File: src/zports_pkg.sv
// zports shared definitions: port numbers, xt register indices, reset values, address view
package zports_pkg;

	// low address byte of the internal ports
	localparam logic [7:0] PORT_FE    = 8'hFE; // keyboard, tape in
	localparam logic [7:0] PORT_FD    = 8'hFD; // 128k paging, #7FFD
	localparam logic [7:0] PORT_XT    = 8'hAF; // extended config, #nnAF
	localparam logic [7:0] PORT_KJOY  = 8'h1F; // kempston joystick
	localparam logic [7:0] PORT_SDCFG = 8'h77;
	localparam logic [7:0] PORT_SDDAT = 8'h57;
	localparam logic [7:0] PORT_COM   = 8'hEF; // #F8EF..#FFEF uart

	// register index in the high byte of #nnAF
	localparam logic [7:0] XT_STATUS  = 8'h00;
	localparam logic [7:0] XT_RAMPAGE = 8'h10; // #10..#13
	localparam logic [7:0] XT_SYSCONF = 8'h20;
	localparam logic [7:0] XT_MEMCONF = 8'h21;
	localparam logic [7:0] XT_IM2VECT = 8'h25;

	// values after reset
	localparam logic [7:0] SYSCONF_RST = 8'h01; // 7 MHz turbo
	localparam logic [7:0] MEMCONF_RST = 8'h04; // rom map off
	localparam logic [7:0] IM2VECT_RST = 8'hFF;

	// page 0 at index 0, page 3 at index 3
	localparam logic [3:0][7:0] RAMPAGE_RST = {
		8'h00,
		8'h02,
		8'h05,
		8'h00
	};

	localparam int LOCK_BIT  = 5; // #7FFD self-lock
	localparam int PWRUP_BIT = 5; // power-up flag in status byte

	// uart bridge fsm
	localparam logic [1:0] BR_IDLE = 2'd0;
	localparam logic [1:0] BR_REQ  = 2'd1; // req high, waiting for ack
	localparam logic [1:0] BR_REL  = 2'd2; // req dropped, waiting for ack low
	localparam logic [1:0] BR_DONE = 2'd3;

	// the port address is seen either as two bytes or, for the uart
	// unit and the a15 select, as bit fields
	typedef union packed {
		struct packed {
			logic [7:0] hi;
			logic [7:0] lo;
		} bytes;
		struct packed {
			logic       sel_hi; // a15
			logic [3:0] spare;  // a14..a11
			logic [2:0] unit;   // a10..a8, uart channel
			logic [7:0] lo;
		} fields;
	} port_addr_u;

endpackage

File: src/bus_strobe.sv
// bus_strobe: one-cycle read and write strobes from the z80 iorq/rd/wr levels
`timescale 1ns/100ps

module bus_strobe (
	input  logic zclk,
	input  logic rst,
	input  logic iorq,
	input  logic rd,
	input  logic wr,
	output logic port_rd,
	output logic port_wr
);

	logic rd_lvl;
	logic wr_lvl;
	logic rd_prev;
	logic wr_prev;

	assign rd_lvl = iorq & rd;
	assign wr_lvl = iorq & wr;

	// strobe on the first high sample after a low one
	always_ff @(posedge zclk)
	begin
		if (rst)
		begin
			rd_prev <= 1'b0;
			wr_prev <= 1'b0;
			port_rd <= 1'b0;
			port_wr <= 1'b0;
		end
		else
		begin
			rd_prev <= rd_lvl;
			wr_prev <= wr_lvl;
			port_rd <= rd_lvl & ~rd_prev;
			port_wr <= wr_lvl & ~wr_prev;
		end
	end

endmodule

File: src/comport_bridge.sv
// comport_bridge: four-phase req/ack link to the external uart, stalls the cpu meanwhile
`timescale 1ns/100ps

module comport_bridge (
	input  logic                   zclk,
	input  logic                   rst,
	input  logic                   port_rd,
	input  logic                   port_wr,
	input  logic                   hit_com,
	input  zports_pkg::port_addr_u addr,
	input  logic [7:0]             din,
	input  logic                   com_ack,
	input  logic [7:0]             com_rdata,
	output logic                   com_req,
	output logic                   com_rnw,
	output logic [2:0]             com_unit,
	output logic [7:0]             com_wdata,
	output logic [7:0]             com_rdata_latched,
	output logic                   io_wait
);

	logic [1:0] state;
	logic       start;

	assign start = (port_rd | port_wr) & hit_com;

	always_ff @(posedge zclk)
	begin
		if (rst)
		begin
			state   <= zports_pkg::BR_IDLE;
			com_req <= 1'b0;
			io_wait <= 1'b0;
		end
		else
		begin
			case (state)
				zports_pkg::BR_IDLE:
				begin
					if (start)
					begin
						com_req <= 1'b1;
						io_wait <= 1'b1;
						state   <= zports_pkg::BR_REQ;
					end
				end
				zports_pkg::BR_REQ:
				begin
					if (com_ack)
					begin
						com_req <= 1'b0;
						state   <= zports_pkg::BR_REL;
					end
				end
				zports_pkg::BR_REL:
				begin
					if (!com_ack) // responder finished
					begin
						io_wait <= 1'b0;
						state   <= zports_pkg::BR_DONE;
					end
				end
				default:
					state <= zports_pkg::BR_IDLE;
			endcase
		end
	end

	// request payload, only loaded while req and ack are both low
	always_ff @(posedge zclk)
	begin
		if (state == zports_pkg::BR_IDLE && start)
		begin
			com_unit  <= addr.fields.unit;
			com_rnw   <= port_rd;
			com_wdata <= din;
		end
	end

	always_ff @(posedge zclk)
	begin
		if (state == zports_pkg::BR_REQ && com_ack && com_rnw)
			com_rdata_latched <= com_rdata; // valid while ack is high
	end

endmodule

File: src/port_decode.sv
// port_decode: internal port hit flags and read data multiplexer
`timescale 1ns/100ps

module port_decode (
	input  zports_pkg::port_addr_u addr,
	input  logic                   rd,
	input  logic                   iorq,
	input  logic                   dos,
	input  logic [4:0]             keys_in,
	input  logic                   tape_read,
	input  logic [4:0]             kj_in,
	input  logic [7:0]             sd_dataout,
	input  logic [7:0]             rampage0,
	input  logic [7:0]             rampage1,
	input  logic [7:0]             rampage2,
	input  logic [7:0]             rampage3,
	input  logic [7:0]             sysconf,
	input  logic [7:0]             memconf,
	input  logic [7:0]             im2vect,
	input  logic                   status_pwrup,
	input  logic [7:0]             com_rdata_latched,
	output logic                   hit_fe,
	output logic                   hit_xt,
	output logic                   hit_7ffd,
	output logic                   hit_sdcfg,
	output logic                   hit_sddat,
	output logic                   hit_com,
	output logic                   porthit,
	output logic                   dataout,
	output logic [7:0]             dout
);

	logic       hit_kjoy;
	logic [7:0] status_byte;
	logic [7:0] xt_rdata;

	assign hit_fe    = (addr.bytes.lo == zports_pkg::PORT_FE);
	assign hit_xt    = (addr.bytes.lo == zports_pkg::PORT_XT);
	assign hit_7ffd  = (addr.bytes.lo == zports_pkg::PORT_FD) & ~addr.fields.sel_hi;
	assign hit_kjoy  = (addr.bytes.lo == zports_pkg::PORT_KJOY) & ~dos; // 1F is fdc in dos
	assign hit_sdcfg = (addr.bytes.lo == zports_pkg::PORT_SDCFG) & ~dos;
	assign hit_sddat = (addr.bytes.lo == zports_pkg::PORT_SDDAT) & ~dos;
	assign hit_com   = (addr.bytes.lo == zports_pkg::PORT_COM);

	assign porthit = hit_fe | hit_xt | hit_7ffd | hit_kjoy | hit_sdcfg | hit_sddat | hit_com;
	assign dataout = porthit & iorq & rd;

	// extended register read-back
	always_comb
	begin
		status_byte = 8'h00;
		status_byte[zports_pkg::PWRUP_BIT] = status_pwrup;

		case (addr.bytes.hi)
			zports_pkg::XT_STATUS:          xt_rdata = status_byte;
			zports_pkg::XT_RAMPAGE:         xt_rdata = rampage0;
			zports_pkg::XT_RAMPAGE + 8'd1:  xt_rdata = rampage1;
			zports_pkg::XT_RAMPAGE + 8'd2:  xt_rdata = rampage2;
			zports_pkg::XT_RAMPAGE + 8'd3:  xt_rdata = rampage3;
			zports_pkg::XT_SYSCONF:         xt_rdata = sysconf;
			zports_pkg::XT_MEMCONF:         xt_rdata = memconf;
			zports_pkg::XT_IM2VECT:         xt_rdata = im2vect;
			default:                        xt_rdata = 8'hFF;
		endcase
	end

	// hits are exclusive, so the order here does not matter
	always_comb
	begin
		if (hit_fe)
			dout = {1'b1, tape_read, 1'b0, keys_in};
		else if (hit_xt)
			dout = xt_rdata;
		else if (hit_kjoy)
			dout = {3'b000, kj_in};
		else if (hit_sdcfg)
			dout = 8'h00; // card present, not write protected
		else if (hit_sddat)
			dout = sd_dataout;
		else if (hit_com)
			dout = com_rdata_latched;
		else
			dout = 8'hFF; // floating bus
	end

endmodule

File: src/xt_config_regs.sv
// xt_config_regs: #nnAF config registers, #7FFD paging, sd chip select and power-up flag
`timescale 1ns/100ps

module xt_config_regs (
	input  logic                   zclk,
	input  logic                   rst,
	input  logic                   port_rd,
	input  logic                   port_wr,
	input  logic                   hit_xt,
	input  logic                   hit_7ffd,
	input  logic                   hit_sdcfg,
	input  logic                   hit_sddat,
	input  zports_pkg::port_addr_u addr,
	input  logic [7:0]             din,
	input  logic                   wr,
	output logic [7:0]             rampage0,
	output logic [7:0]             rampage1,
	output logic [7:0]             rampage2,
	output logic [7:0]             rampage3,
	output logic [7:0]             sysconf,
	output logic [7:0]             memconf,
	output logic [7:0]             im2vect,
	output logic [31:0]            xt_page,
	output logic                   status_pwrup,
	output logic                   sdcs_n,
	output logic                   sd_start,
	output logic [7:0]             sd_datain
);

	logic [3:0][7:0] rampage;
	logic [7:0]      p7ffd;
	logic            pwrup_flag;
	logic            lock128;
	logic            xt_wr;
	logic            p7ffd_wr;
	logic            status_rd;

	assign xt_wr     = port_wr & hit_xt;
	assign p7ffd_wr  = port_wr & hit_7ffd & ~p7ffd[zports_pkg::LOCK_BIT];
	assign status_rd = port_rd & hit_xt & (addr.bytes.hi == zports_pkg::XT_STATUS);
	assign lock128   = (memconf[7:6] == 2'b01); // 128k lock mode

	always_ff @(posedge zclk)
	begin
		if (rst)
		begin
			rampage <= zports_pkg::RAMPAGE_RST;
			sysconf <= zports_pkg::SYSCONF_RST;
			memconf <= zports_pkg::MEMCONF_RST;
			im2vect <= zports_pkg::IM2VECT_RST;
			p7ffd   <= 8'h00;
		end
		else if (p7ffd_wr)
		begin
			p7ffd      <= din;
			memconf[0] <= din[4]; // rom select
			rampage[3] <= {3'b000, lock128 ? 2'b00 : din[7:6], din[2:0]};
		end
		else if (xt_wr)
		begin
			if (addr.bytes.hi[7:2] == zports_pkg::XT_RAMPAGE[7:2])
				rampage[addr.bytes.hi[1:0]] <= din;
			if (addr.bytes.hi == zports_pkg::XT_SYSCONF)
				sysconf <= din;
			if (addr.bytes.hi == zports_pkg::XT_MEMCONF)
				memconf <= din;
			if (addr.bytes.hi == zports_pkg::XT_IM2VECT)
				im2vect <= din;
		end
	end

	// set by reset, cleared by the first status read
	always_ff @(posedge zclk)
	begin
		if (rst)
		begin
			pwrup_flag   <= 1'b1;
			status_pwrup <= 1'b0;
		end
		else if (status_rd)
		begin
			status_pwrup <= pwrup_flag;
			pwrup_flag   <= 1'b0;
		end
	end

	always_ff @(posedge zclk)
	begin
		if (rst)
			sdcs_n <= 1'b1; // card deselected
		else if (port_wr & hit_sdcfg)
			sdcs_n <= din[1];
	end

	// spi byte transfer on every data port access
	assign sd_start  = (port_rd | port_wr) & hit_sddat;
	assign sd_datain = wr ? din : 8'hFF;

	assign rampage0 = rampage[0];
	assign rampage1 = rampage[1];
	assign rampage2 = rampage[2];
	assign rampage3 = rampage[3];
	assign xt_page  = rampage;

endmodule

File: src/zports.sv
// zports: z80 i/o port block with config registers, sd control and uart bridge
`timescale 1ns/100ps

module zports (
	input  logic        zclk,
	input  logic        rst,
	input  logic [15:0] a,
	input  logic [7:0]  din,
	output logic [7:0]  dout,
	output logic        dataout,
	output logic        porthit,
	input  logic        iorq,
	input  logic        rd,
	input  logic        wr,
	input  logic        dos,
	input  logic [4:0]  keys_in,
	input  logic        tape_read,
	input  logic [4:0]  kj_in,
	output logic [31:0] xt_page,
	output logic [7:0]  sysconf,
	output logic [7:0]  memconf,
	output logic [7:0]  im2vect,
	output logic        sdcs_n,
	output logic        sd_start,
	output logic [7:0]  sd_datain,
	input  logic [7:0]  sd_dataout,
	output logic        com_req,
	input  logic        com_ack,
	output logic        com_rnw,
	output logic [2:0]  com_unit,
	output logic [7:0]  com_wdata,
	input  logic [7:0]  com_rdata,
	output logic        io_wait
);

	logic       port_rd;
	logic       port_wr;
	logic       hit_xt;
	logic       hit_7ffd;
	logic       hit_sdcfg;
	logic       hit_sddat;
	logic       hit_com;
	logic [7:0] rampage0;
	logic [7:0] rampage1;
	logic [7:0] rampage2;
	logic [7:0] rampage3;
	logic       status_pwrup;
	logic [7:0] com_rdata_latched;

	bus_strobe u_strobe (
		.zclk    (zclk),
		.rst     (rst),
		.iorq    (iorq),
		.rd      (rd),
		.wr      (wr),
		.port_rd (port_rd),
		.port_wr (port_wr)
	);

	// hit_fe only feeds porthit and the read mux inside the decoder
	port_decode u_decode (
		.addr              (a),
		.rd                (rd),
		.iorq              (iorq),
		.dos               (dos),
		.keys_in           (keys_in),
		.tape_read         (tape_read),
		.kj_in             (kj_in),
		.sd_dataout        (sd_dataout),
		.rampage0          (rampage0),
		.rampage1          (rampage1),
		.rampage2          (rampage2),
		.rampage3          (rampage3),
		.sysconf           (sysconf),
		.memconf           (memconf),
		.im2vect           (im2vect),
		.status_pwrup      (status_pwrup),
		.com_rdata_latched (com_rdata_latched),
		.hit_fe            (),
		.hit_xt            (hit_xt),
		.hit_7ffd          (hit_7ffd),
		.hit_sdcfg         (hit_sdcfg),
		.hit_sddat         (hit_sddat),
		.hit_com           (hit_com),
		.porthit           (porthit),
		.dataout           (dataout),
		.dout              (dout)
	);

	xt_config_regs u_regs (
		.zclk         (zclk),
		.rst          (rst),
		.port_rd      (port_rd),
		.port_wr      (port_wr),
		.hit_xt       (hit_xt),
		.hit_7ffd     (hit_7ffd),
		.hit_sdcfg    (hit_sdcfg),
		.hit_sddat    (hit_sddat),
		.addr         (a),
		.din          (din),
		.wr           (wr),
		.rampage0     (rampage0),
		.rampage1     (rampage1),
		.rampage2     (rampage2),
		.rampage3     (rampage3),
		.sysconf      (sysconf),
		.memconf      (memconf),
		.im2vect      (im2vect),
		.xt_page      (xt_page),
		.status_pwrup (status_pwrup),
		.sdcs_n       (sdcs_n),
		.sd_start     (sd_start),
		.sd_datain    (sd_datain)
	);

	comport_bridge u_bridge (
		.zclk              (zclk),
		.rst               (rst),
		.port_rd           (port_rd),
		.port_wr           (port_wr),
		.hit_com           (hit_com),
		.addr              (a),
		.din               (din),
		.com_ack           (com_ack),
		.com_rdata         (com_rdata),
		.com_req           (com_req),
		.com_rnw           (com_rnw),
		.com_unit          (com_unit),
		.com_wdata         (com_wdata),
		.com_rdata_latched (com_rdata_latched),
		.io_wait           (io_wait)
	);

endmodule

File: config.mk
export PLATFORM = sky130hd
export DESIGN_NAME = zports
export DESIGN_NICKNAME = d
export VERILOG_FILES = /design/src/zports_pkg.sv /design/src/bus_strobe.sv /design/src/comport_bridge.sv /design/src/port_decode.sv /design/src/xt_config_regs.sv /design/src/zports.sv
export SDC_FILE = /design/constraint.sdc
export NUM_CORES = 1
export LEC_CHECK = 0
export BUFFER_PORTS_ARGS = -buffer_cell sky130_fd_sc_hd__buf_4
export CAP_MARGIN = 20
export CORE_ASPECT_RATIO = 0.6
export CORE_MARGIN = 10
export CORE_UTILIZATION = 54
export CTS_CLUSTER_DIAMETER = 40
export DETAILED_ROUTE_END_ITERATION = 16
export PLACE_DENSITY = 0.95
export SYNTH_ARGS = -nofsm -noshare
export SYNTH_HDL_FRONTEND = slang
export SYNTH_SLANG_ARGS = --single-unit
File: constraint.sdc
create_clock -name zclk -period 4.65 [get_ports zclk]
set_input_delay 1.1625 -clock zclk [delete_from_list [all_inputs] [get_ports zclk]]
set_output_delay 1.1625 -clock zclk [all_outputs]
set_load 0.01 [all_outputs]
Yosys cells after proc, flatten, opt, wreduce, memory -nomap -nowiden
Cells that the tools add are included.
Widths: inputs -> output; s select.
{ "op_classes": {"muxes": 27, "bitwise_logic": 31, "n_eq_ne": 21, "magnitude_cmp": 2, "reduce_logical": 22} }
{ "op_table": {"columns": ["cell", "count"], "rows": [
  ["$mux 8", 8],
  ["$pmux 8 s8", 1],
  ["$mux 29", 2],
  ["$eq 8x5->1 const B", 5],
  ["$bwmux 32", 1],
  ["$eq 8x8->1 const B", 4],
  ["$eq 8x6->1 const B", 3],
  ["$reduce_and 3->1", 7],
  ["$and 1x1->1", 18],
  ["$demux 8 s2", 1],
  ["$eq 8x7->1 const B", 2],
  ["$reduce_bool 2->1", 5],
  ["$logic_not 8->1", 1],
  ["$mux 2", 4],
  ["$or 1x1->1", 7],
  ["$eq 6x3->1 const B", 1],
  ["$mux 1", 6],
  ["$not 1->1", 6],
  ["$pmux 2 s3", 1],
  ["$reduce_and 2->1", 3],
  ["$mux 5", 1],
  ["$eq 2x1->1 const B", 2],
  ["$logic_and 1x1->1", 4],
  ["$ne 2x2->1 const B", 2],
  ["7 further kinds", 8]
]} }
{ "totals": {"word_cells": 127, "input_bits": 58, "out_inout_bits": 90, "reg_bits": 93} }

Depth between registers and ports, before layout
Gate-level depths: netlist (run 1).
{ "logic_depth": {"depth_word": 9, "ltp_mapped": 8, "ltp_nobuf": 6} }

Cells and area by module
A second synthesis (run 1) with hierarchy kept.
{ "hier_totals": {"cells_unflattened": 479, "area_unflattened_um2": 4703.3} }
{ "by_module_without_submodules": {"columns": ["module", "seq_area_each_um2", "cells_per_inst", "instances", "area_per_inst_um2"], "rows": [
  ["xt_config_regs", 1201.2, 283, 1, 2696.3],
  ["port_decode", 0.0, 137, 1, 1006.0],
  ["comport_bridge", 680.7, 51, 1, 875.8],
  ["bus_strobe", 80.1, 8, 1, 125.1]
]} }

Worst setup path before layout (run 1)
No wires, ideal clock.
{ "synth_path": {"kind": "input-to-output", "from": "in a[8]", "to": "out dout[7]", "t_required_ps": 3488, "path_slack_ps": 952, "n_path_buf": 2, "arrival_ps": 2535, "stages": 7, "cell_sequence": "buf_2 > buf_2 > nand2_1 > o21ai_0 > a21oi_1 > nor3_1 > a21boi_0"} }
{ "synth_between": {"elab_chain_len": 4} }
{ "synth_lines": {"columns": ["element", "line_no", "source"], "rows": [
  ["from (decl)", "zports.sv:7", "input logic [15:0] a,"],
  ["$eq 8x6->1 (tied with other cells)", "port_decode.sv:54", "case (addr.bytes.hi)"],
  ["$pmux 8 s8 *", "port_decode.sv:54", null],
  ["$mux 8 *", "port_decode.sv:72", "else if (hit_xt)"],
  ["$mux 8 *", "port_decode.sv:70", "if (hit_fe)"],
  ["to (decl)", "zports.sv:9", "output logic [7:0] dout,"]
]} }
Mark *: on every way between the ends. The rest lies on a longest branch, timed or not.

Worst setup path after layout (run 1)
{ "layout_path": {"from": "in a[9]", "to": "out dout[1]"} }
The elaborated chain is that of the path after synthesis.

==> impl_metrics.sql, run 1 <==
INSERT INTO impl_metrics (metric_group, metric, value, unit) VALUES
('floorplan', 'die-area', '12160', 'um2'),
('sta', 'grt_setup_unrepaired', 'false', ''),
('status', 'run_status', 'completed', ''),
('critical_path', 'critical_path_arrival', '2.86', 'ns'),
('global_routing', 'initial_antenna_violation_count', '0', ''),
('clock_network', 'cts-buffers-inserted', '9', ''),
('synth', 'ys.flop_type', 'sky130_fd_sc_hd__dfxtp_1', ''),
('clock_network', 'clkSinkCount', '88', ''),
('finish', 'final_nets', '642', ''),
('critical_path', 'path_class', 'input port to primary output', ''),
('sta', 'timing_max_transition_violations_final', '0', ''),
('synth', 'main_area_contributors_after_synthesis', 'sky130_fd_sc_hd__dfxtp_1, sky130_fd_sc_hd__edfxtp_1, sky130_fd_sc_hd__mux2i_1', ''),
('clock_network', 'clock_tree.root_cell', 'sky130_fd_sc_hd__clkbuf_16', ''),
('detailed_routing', 'dr.first_iter.drc_count', '718', ''),
('synth', 'synthesis.yosys.warnings', '0', ''),
('pwr', 'peakVddDrop', '0.2603', 'mV'),
('synth', 'yosys_register_bits', '88', ''),
('sta', 'timing.max_slew.rel_slack', '49.31', '%'),
('detailed_routing', 'routed-via-count', '4353', ''),
('pwr', 'power.leakage', '2.308', 'nW'),
('hold_path', 'hold_end', 'u_strobe.port_wr$_SDFF_PP0_', ''),
('global_routing', 'maximum_number_of_pins_on_one_net_before_global_route_repair', '48', ''),
('placed_design', 'hpwl', '11850', 'um'),
('global_routing', 'track_usage', '25.08', '%'),
('floorplan', 'core_area', '7851', 'um2'),
('hold_path', 'timing.hold.worst.class', 'register to register', ''),
('pwr', 'pd_cells', '294.5', 'nW/um2'),
('floorplan', 'row_count', '25', ''),
('critical_path', 'reg2reg_to', 'u_bridge.state[1]$_SDFFE_PP0P_', ''),
('finish', 'fin_cells', '694', ''),
('sta', 'period_needed', '4.020', 'ns'),
('synth', 'postSynthAreaPerCell', '9.625', 'um2'),
('synth', 'synth.distinct_cells', '63', ''),
('critical_path', 'reg2reg_depth', '5', ''),
('finish', 'share_of_final_layout_standard_cells_stronger_than_drive_strength_1', '32.25', '%'),
('synth', 'yosys_top_cell_by_area', 'sky130_fd_sc_hd__dfxtp_1', ''),
('detailed_routing', 'route.detailed.drc', '0', ''),
('clock_network', 'postCtsSetupBuffers', '0', ''),
('critical_path', 'setup.worst_path.end_class', 'primary output', ''),
('global_routing', 'gr-total-overflow', '0', ''),
('clock_network', 'max-clock-path-buffers', '2', ''),
('synth', 'ys_seq_area_share', '45.10', '%'),
('clock_network', 'worst_skew_pair.late_latency', '0.34', 'ns'),
('finish', 'syn2layout_area_growth', '32.93', '%'),
('floorplan', 'start_util', '55.41', '%'),
('sta', 'timing.setup.tns', '0', 'ns'),
('finish', 'layout_common_cells', 'sky130_fd_sc_hd__buf_4, sky130_fd_sc_hd__dfxtp_1, sky130_fd_sc_hd__nand2_1', ''),
('sta', 'max_slew.worst_pin.slew', '0.7547', 'ns'),
('synth', 'asyncSetResetFlopFracSynth', '0', '%'),
('clock_network', 'htree_num_levels', '3', ''),
('critical_path', 'r2r-start', 'u_strobe.port_wr$_SDFF_PP0_', ''),
('clock_network', 'post_cts_hold_buffer_count', '0', ''),
('hold_path', 'hold_path.startpoint', 'u_strobe.wr_prev$_SDFF_PP0_', ''),
('placed_design', 'port_buffers', '147', ''),
('synth', 'count_of_flip_flops_with_a_built_in_enable_after_synthesis', '20', ''),
('critical_path', 'nature_of_the_critical_path_startpoint', 'input port', ''),
('flow_run', 'cap_viol_max_count', '0', ''),
('placed_design', 'detailedPlace.worstSlack', '0.7191', 'ns'),
('hold_path', 'hold_depth', '1', ''),
('detailed_routing', 'avgViaCountPerCell', '6.272', ''),
('finish', 'most_common_library_cell_in_the_layout_ignoring_fill_and_taps', 'sky130_fd_sc_hd__buf_4', ''),
('detailed_routing', 'wl_per_cell', '22.67', 'um'),
('critical_path', 'crit_fanout', '17', ''),
('sta', 'hold_viol', '0', ''),
('synth', 'netlist.area_leader.share', '31.29', '%'),
('clock_network', 'postcts_resize_cnt', '0', ''),
('synth', 'syn_area', '4350', 'um2'),
('floorplan', 'floorplan.io_pins', '148', ''),
('detailed_routing', 'first_pass_iters', '5', ''),
('sta', 'fmax', '0.2488', 'GHz'),
('placed_design', 'gpl.final_weighted_congestion', '0.9359', '');
-- layer usage --
layer / up-vias / share of wire (%) / GRT usage [%]
met2: 362 / 43 / 37.08
met1: 2032 / 39 / 32.35
li1: 1914 / - / -
met4: 0 / 2.4 / 7.700
met5: - / 0 / 0
met3: 45 / 15 / 11.00
-- worst max-delay path: stages --
cell,delay (ns)
sky130_fd_sc_hd__buf_4,0.19
sky130_fd_sc_hd__or3_4,0.42
sky130_fd_sc_hd__nor3b_4,0.42
sky130_fd_sc_hd__o2bb2ai_1,0.20
sky130_fd_sc_hd__a22oi_1,0.11
sky130_fd_sc_hd__a21oi_1,0.19
sky130_fd_sc_hd__buf_4,0.16
-- cell type report --
type,count,area (um2)
clock inverter,3,65.06
inverter,7,26.28
tap,108,135.1
multi-input combinational,323,2203
clock buffer,13,250.2
timing repair buffer,152,1141
sequential,88,1962
fill,544,2068
-- cell families (layout without fill, tap and decap cells) --
kind of cell / Yosys count / count (layout) / share of synthesized area, %
AO/OA/AOI/OAI: 90 / 90 / 14.12
adder cells (fa/ha/maj): 3 / 3 / 0.8629
buffers and inverters: 41 / 175 / 4.371
flip-flops: 88 / 88 / 45.10
multiplexers: 48 / 48 / 13.43
AND/OR/NAND/NOR: 182 / 182 / 22.12
-- Yosys cell counts, types with 2 or more instances --
master                       n
sky130_fd_sc_hd__o21ai_0    15
sky130_fd_sc_hd__nand3_1    16
sky130_fd_sc_hd__mux2i_1    37
sky130_fd_sc_hd__a222oi_1    2
sky130_fd_sc_hd__edfxtp_1   20
sky130_fd_sc_hd__and2_1      2
sky130_fd_sc_hd__mux2_2      3
sky130_fd_sc_hd__nor3_1      9
sky130_fd_sc_hd__a31oi_1     4
sky130_fd_sc_hd__and2_0      2
sky130_fd_sc_hd__o2bb2ai_1  11
sky130_fd_sc_hd__ha_1        3
sky130_fd_sc_hd__dfxtp_1    68
sky130_fd_sc_hd__a32o_1      2
sky130_fd_sc_hd__buf_2      17
sky130_fd_sc_hd__and4_1      2
sky130_fd_sc_hd__nor2_1     41
sky130_fd_sc_hd__and3_1      4
sky130_fd_sc_hd__a22oi_1     6
sky130_fd_sc_hd__nor4b_1     2
sky130_fd_sc_hd__inv_1       6
sky130_fd_sc_hd__nor2b_1     5
sky130_fd_sc_hd__a21oi_1    33
sky130_fd_sc_hd__nand2_1    61
sky130_fd_sc_hd__nor3b_1     3
sky130_fd_sc_hd__o32a_1      5
sky130_fd_sc_hd__or3_1       3
sky130_fd_sc_hd__clkbuf_1   14
sky130_fd_sc_hd__nand4bb_1   2
sky130_fd_sc_hd__nand4_1     5
sky130_fd_sc_hd__and3b_1     2
sky130_fd_sc_hd__nand2b_1    8
sky130_fd_sc_hd__mux4_2      8
sky130_fd_sc_hd__buf_4       2
-- through the flow --
step / power (mW) / utilization (%) / instance area (um2)
detailed placement: 0.9425 / 69.64 / 5468
finish: 1.703 / 73.66 / 5783
floorplan: 0.8712 / - / 4350
global placement: 0.9382 / 69.64 / 5468
global route: 1.745 / 73.66 / 5783
CTS: 1.701 / 73.66 / 5783
-- how the worst max path moves through the flow --
stage	startpoint	endpoint	slack, ns	cells past startpoint
after detailed placement	a[8]	dout[2]	0.72	7
after global routing	a[8]	dout[5]	0.57	7
after CTS	a[8]	dout[1]	0.70	7
after global placement	a[8]	dout[4]	0.75	7
after floorplan	a[8]	dout[7]	0.95	7
final	a[9]	dout[1]	0.63	7
-- power breakdown --
group          internal (mW)  switching, mW
Sequential             0.785        0.00360
Clock                  0.485          0.288
Combinational         0.0623         0.0791
Total                   1.33          0.371
Power figures use the tool's default switching activity.
==> run 2: changes to the inputs <==
Clock period 4.65 ns to 4.9 ns, I/O delays scaled along.
==> run 2 against run 1 <==
Worst hold slack better by 0.0046 ns. Final cell count shrank 0.14%. Total power decreased by 11%. Sequential share of layout area is 0.27 points higher. Critical endpoint is now dout[7]. Largest cell class unchanged. Largest power group unchanged.
==> impl_metrics.sql, run 2 (synthesis results as in run 1) <==
INSERT INTO impl_metrics (metric_group, metric, value, unit) VALUES
('status', 'run_status', 'completed', ''),
('finish', 'final_nets', '641', ''),
('clock_network', 'worst_skew_pair.late_latency', '0.34', 'ns'),
('placed_design', 'place_area', '5453', 'um2'),
('critical_path', 'nature_of_the_critical_path_startpoint', 'input port', ''),
('clock_network', 'max-clock-path-buffers', '2', ''),
('global_routing', 'track_usage', '25.26', '%'),
('finish', 'share_of_final_layout_standard_cells_stronger_than_drive_strength_1', '32.31', '%'),
('detailed_routing', 'route.detailed.drc', '0', ''),
('clock_network', 'clock_slew_at_reported_path_ffs', '0.06', 'ns'),
('clock_network', 'htree_num_levels', '3', ''),
('sta', 'max_slew.worst_pin.slew', '0.8446', 'ns'),
('placed_design', 'port_buffers', '147', ''),
('critical_path', 'slowest_delay', '0.73', 'ns'),
('pwr', 'totalPowerFinal', '1.523', 'mW'),
('critical_path', 'worst_path_most_repeated_cell', 'sky130_fd_sc_hd__buf_4', ''),
('global_routing', 'grt_pass1_wl', '23690', 'um'),
('global_routing', 'maximum_number_of_pins_on_one_net_before_global_route_repair', '48', ''),
('critical_path', 'path_class', 'input port to primary output', ''),
('finish', 'syn2layout_area_growth', '31.90', '%'),
('floorplan', 'start_util', '55.41', '%'),
('sta', 'timing.setup.tns', '0', 'ns'),
('detailed_routing', 'dr.first_iter.drc_count', '775', ''),
('critical_path', 'r2r_setup_slack', '2.63', 'ns'),
('sta', 'timing.max_slew.rel_slack', '43.26', '%'),
('global_routing', 'gr-total-overflow', '0', ''),
('floorplan', 'die-area', '12160', 'um2'),
('floorplan', 'die-width', '135.9', 'um'),
('sta', 'hold_viol', '0', ''),
('clock_network', 'post_cts_hold_buffer_count', '0', ''),
('detailed_routing', 'avgViaCountPerCell', '6.274', ''),
('floorplan', 'row_count', '25', ''),
('sta', 'grt_setup_unrepaired', 'false', ''),
('sta', 'timing_max_transition_violations_final', '0', ''),
('critical_path', 'crit_path_cell_trace', 'buf_4, and4_1, nand2_1, nor3_1, a21boi_0, buf_4', ''),
('sta', 'number_of_endpoints_failing_setup_at_the_final_stage', '0', ''),
('global_routing', 'via_count_of_the_first_global_routing_pass', '4293', ''),
('critical_path', 'critical_path_arrival', '3.12', 'ns'),
('clock_network', 'cts-buffers-inserted', '9', ''),
('placed_design', 'gpl.final_weighted_congestion', '0.9602', ''),
('detailed_routing', 'routed-via-count', '4348', ''),
('sta', 'fin_worst_skew', '0.006873', 'ns'),
('detailed_routing', 'final_antenna_net_count', '0', ''),
('placed_design', 'hpwl', '11720', 'um'),
('floorplan', 'die-height', '89.53', 'um'),
('pwr', 'power.leakage', '2.279', 'nW'),
('finish', 'layout_common_cells', 'sky130_fd_sc_hd__buf_4, sky130_fd_sc_hd__dfxtp_1, sky130_fd_sc_hd__nand2_1', ''),
('flow_run', 'cap_viol_max_count', '0', ''),
('clock_network', 'tritoncts', 'yes', ''),
('sta', 'period_needed', '4.344', 'ns'),
('hold_path', 'timing.hold.worst.class', 'register to register', ''),
('finish', 'num_antenna_cells', '0', ''),
('critical_path', 'cp_slowest_cell', 'sky130_fd_sc_hd__nor3_1', ''),
('clock_network', 'clock_tree.root_cell', 'sky130_fd_sc_hd__clkbuf_16', ''),
('finish', 'most_common_library_cell_in_the_layout_ignoring_fill_and_taps', 'sky130_fd_sc_hd__buf_4', ''),
('detailed_routing', 'first_pass_iters', '6', ''),
('floorplan', 'floorplan.io_pins', '148', ''),
('sta', 'fmax', '0.2302', 'GHz'),
('sta', 'timing.final.crit_share', '88.65', '%'),
('critical_path', 'worst_path_required_time', '3.67', 'ns'),
('detailed_routing', 'wl_per_cell', '22.63', 'um'),
('pwr', 'peakVddDrop', '0.2048', 'mV'),
('critical_path', 'crit_fanout', '16', ''),
('detailed_routing', 'detail_route.wirelength', '15680', 'um'),
('clock_network', 'postcts_resize_cnt', '0', ''),
('clock_network', 'clkSinkCount', '88', ''),
('pwr', 'pd_cells', '265.4', 'nW/um2'),
('finish', 'fin_area', '5738', 'um2'),
('critical_path', 'setup.worst_path.end_class', 'primary output', ''),
('global_routing', 'initial_antenna_violation_count', '0', ''),
('clock_network', 'postCtsSetupBuffers', '0', ''),
('finish', 'layout.filler_cells', '556', ''),
('floorplan', 'core_area', '7851', 'um2');
## run 2: cell count changes in the layout (fill, tap and decap cells not counted), sizes merged
cell      change
clkinv        -1
inv           +2
buf           -1
bufinv        -2
clkbuf        -1
clkinvlp      +2
## run 2: critical path: cells and delay by family
kind / cells / cell delay [ns]
buf+inv: 2 / 0.39
simple gates: 3 / 1.27
compound gates: 1 / 0.23
## run 2: cell type report
cell class                      instances  area, um2  area share, %
Sequential cell                        88       1962          34.19
Clock buffer                           12      246.5          4.296
Clock inverter                          4      27.53         0.4797
Inverter                                7      26.28         0.4579
Multi-Input combinational cell        323       2203          38.40
Tap cell                              108      135.1          2.355
Timing Repair Buffer                  151       1137          19.82
## run 2: where the power goes
group	switching, mW	internal [mW]
clock network	0.282	0.358
logic	0.0754	0.0591
registers	0.00350	0.745
total	0.361	1.16
## run 2: path summary, 6_finish.rpt
path / startpoint / to / cells after the start
worst min-delay path: u_strobe.rd_prev$_SDFF_PP0_ / u_strobe.port_rd$_SDFF_PP0_ / 1
worst max-delay path: a[5] / dout[7] / 6
worst max register to register: u_strobe.port_wr$_SDFF_PP0_ / u_regs.rampage0[4]$_SDFFE_PP0P_ / 4
worst min register to register: u_strobe.rd_prev$_SDFF_PP0_ / u_strobe.port_rd$_SDFF_PP0_ / 1
## run 2: metal layers
metal,vias to the layer above,wire (um),global-route usage (%)
li1,1909,-,-
met1,2059,6039,32.09
met2,334,7002,38.88
met3,46,2304,10.16
met4,0,335,7.411
met5,-,0,0
## run 2: metrics by stage
stage          worst slack, ns  utilization [%]  hold slack [ns]  instances
2_1_floorplan            1.077                -           0.3674        452
4_1_cts                 0.6279            72.94           0.3953        692
6_report                0.5561            73.08           0.3937        693
3_5_place_dp            0.6417            69.45           0.3841        676
5_1_grt                 0.4037            73.08           0.4123        693
3_3_place_gp            0.7411            69.45           0.3714        676
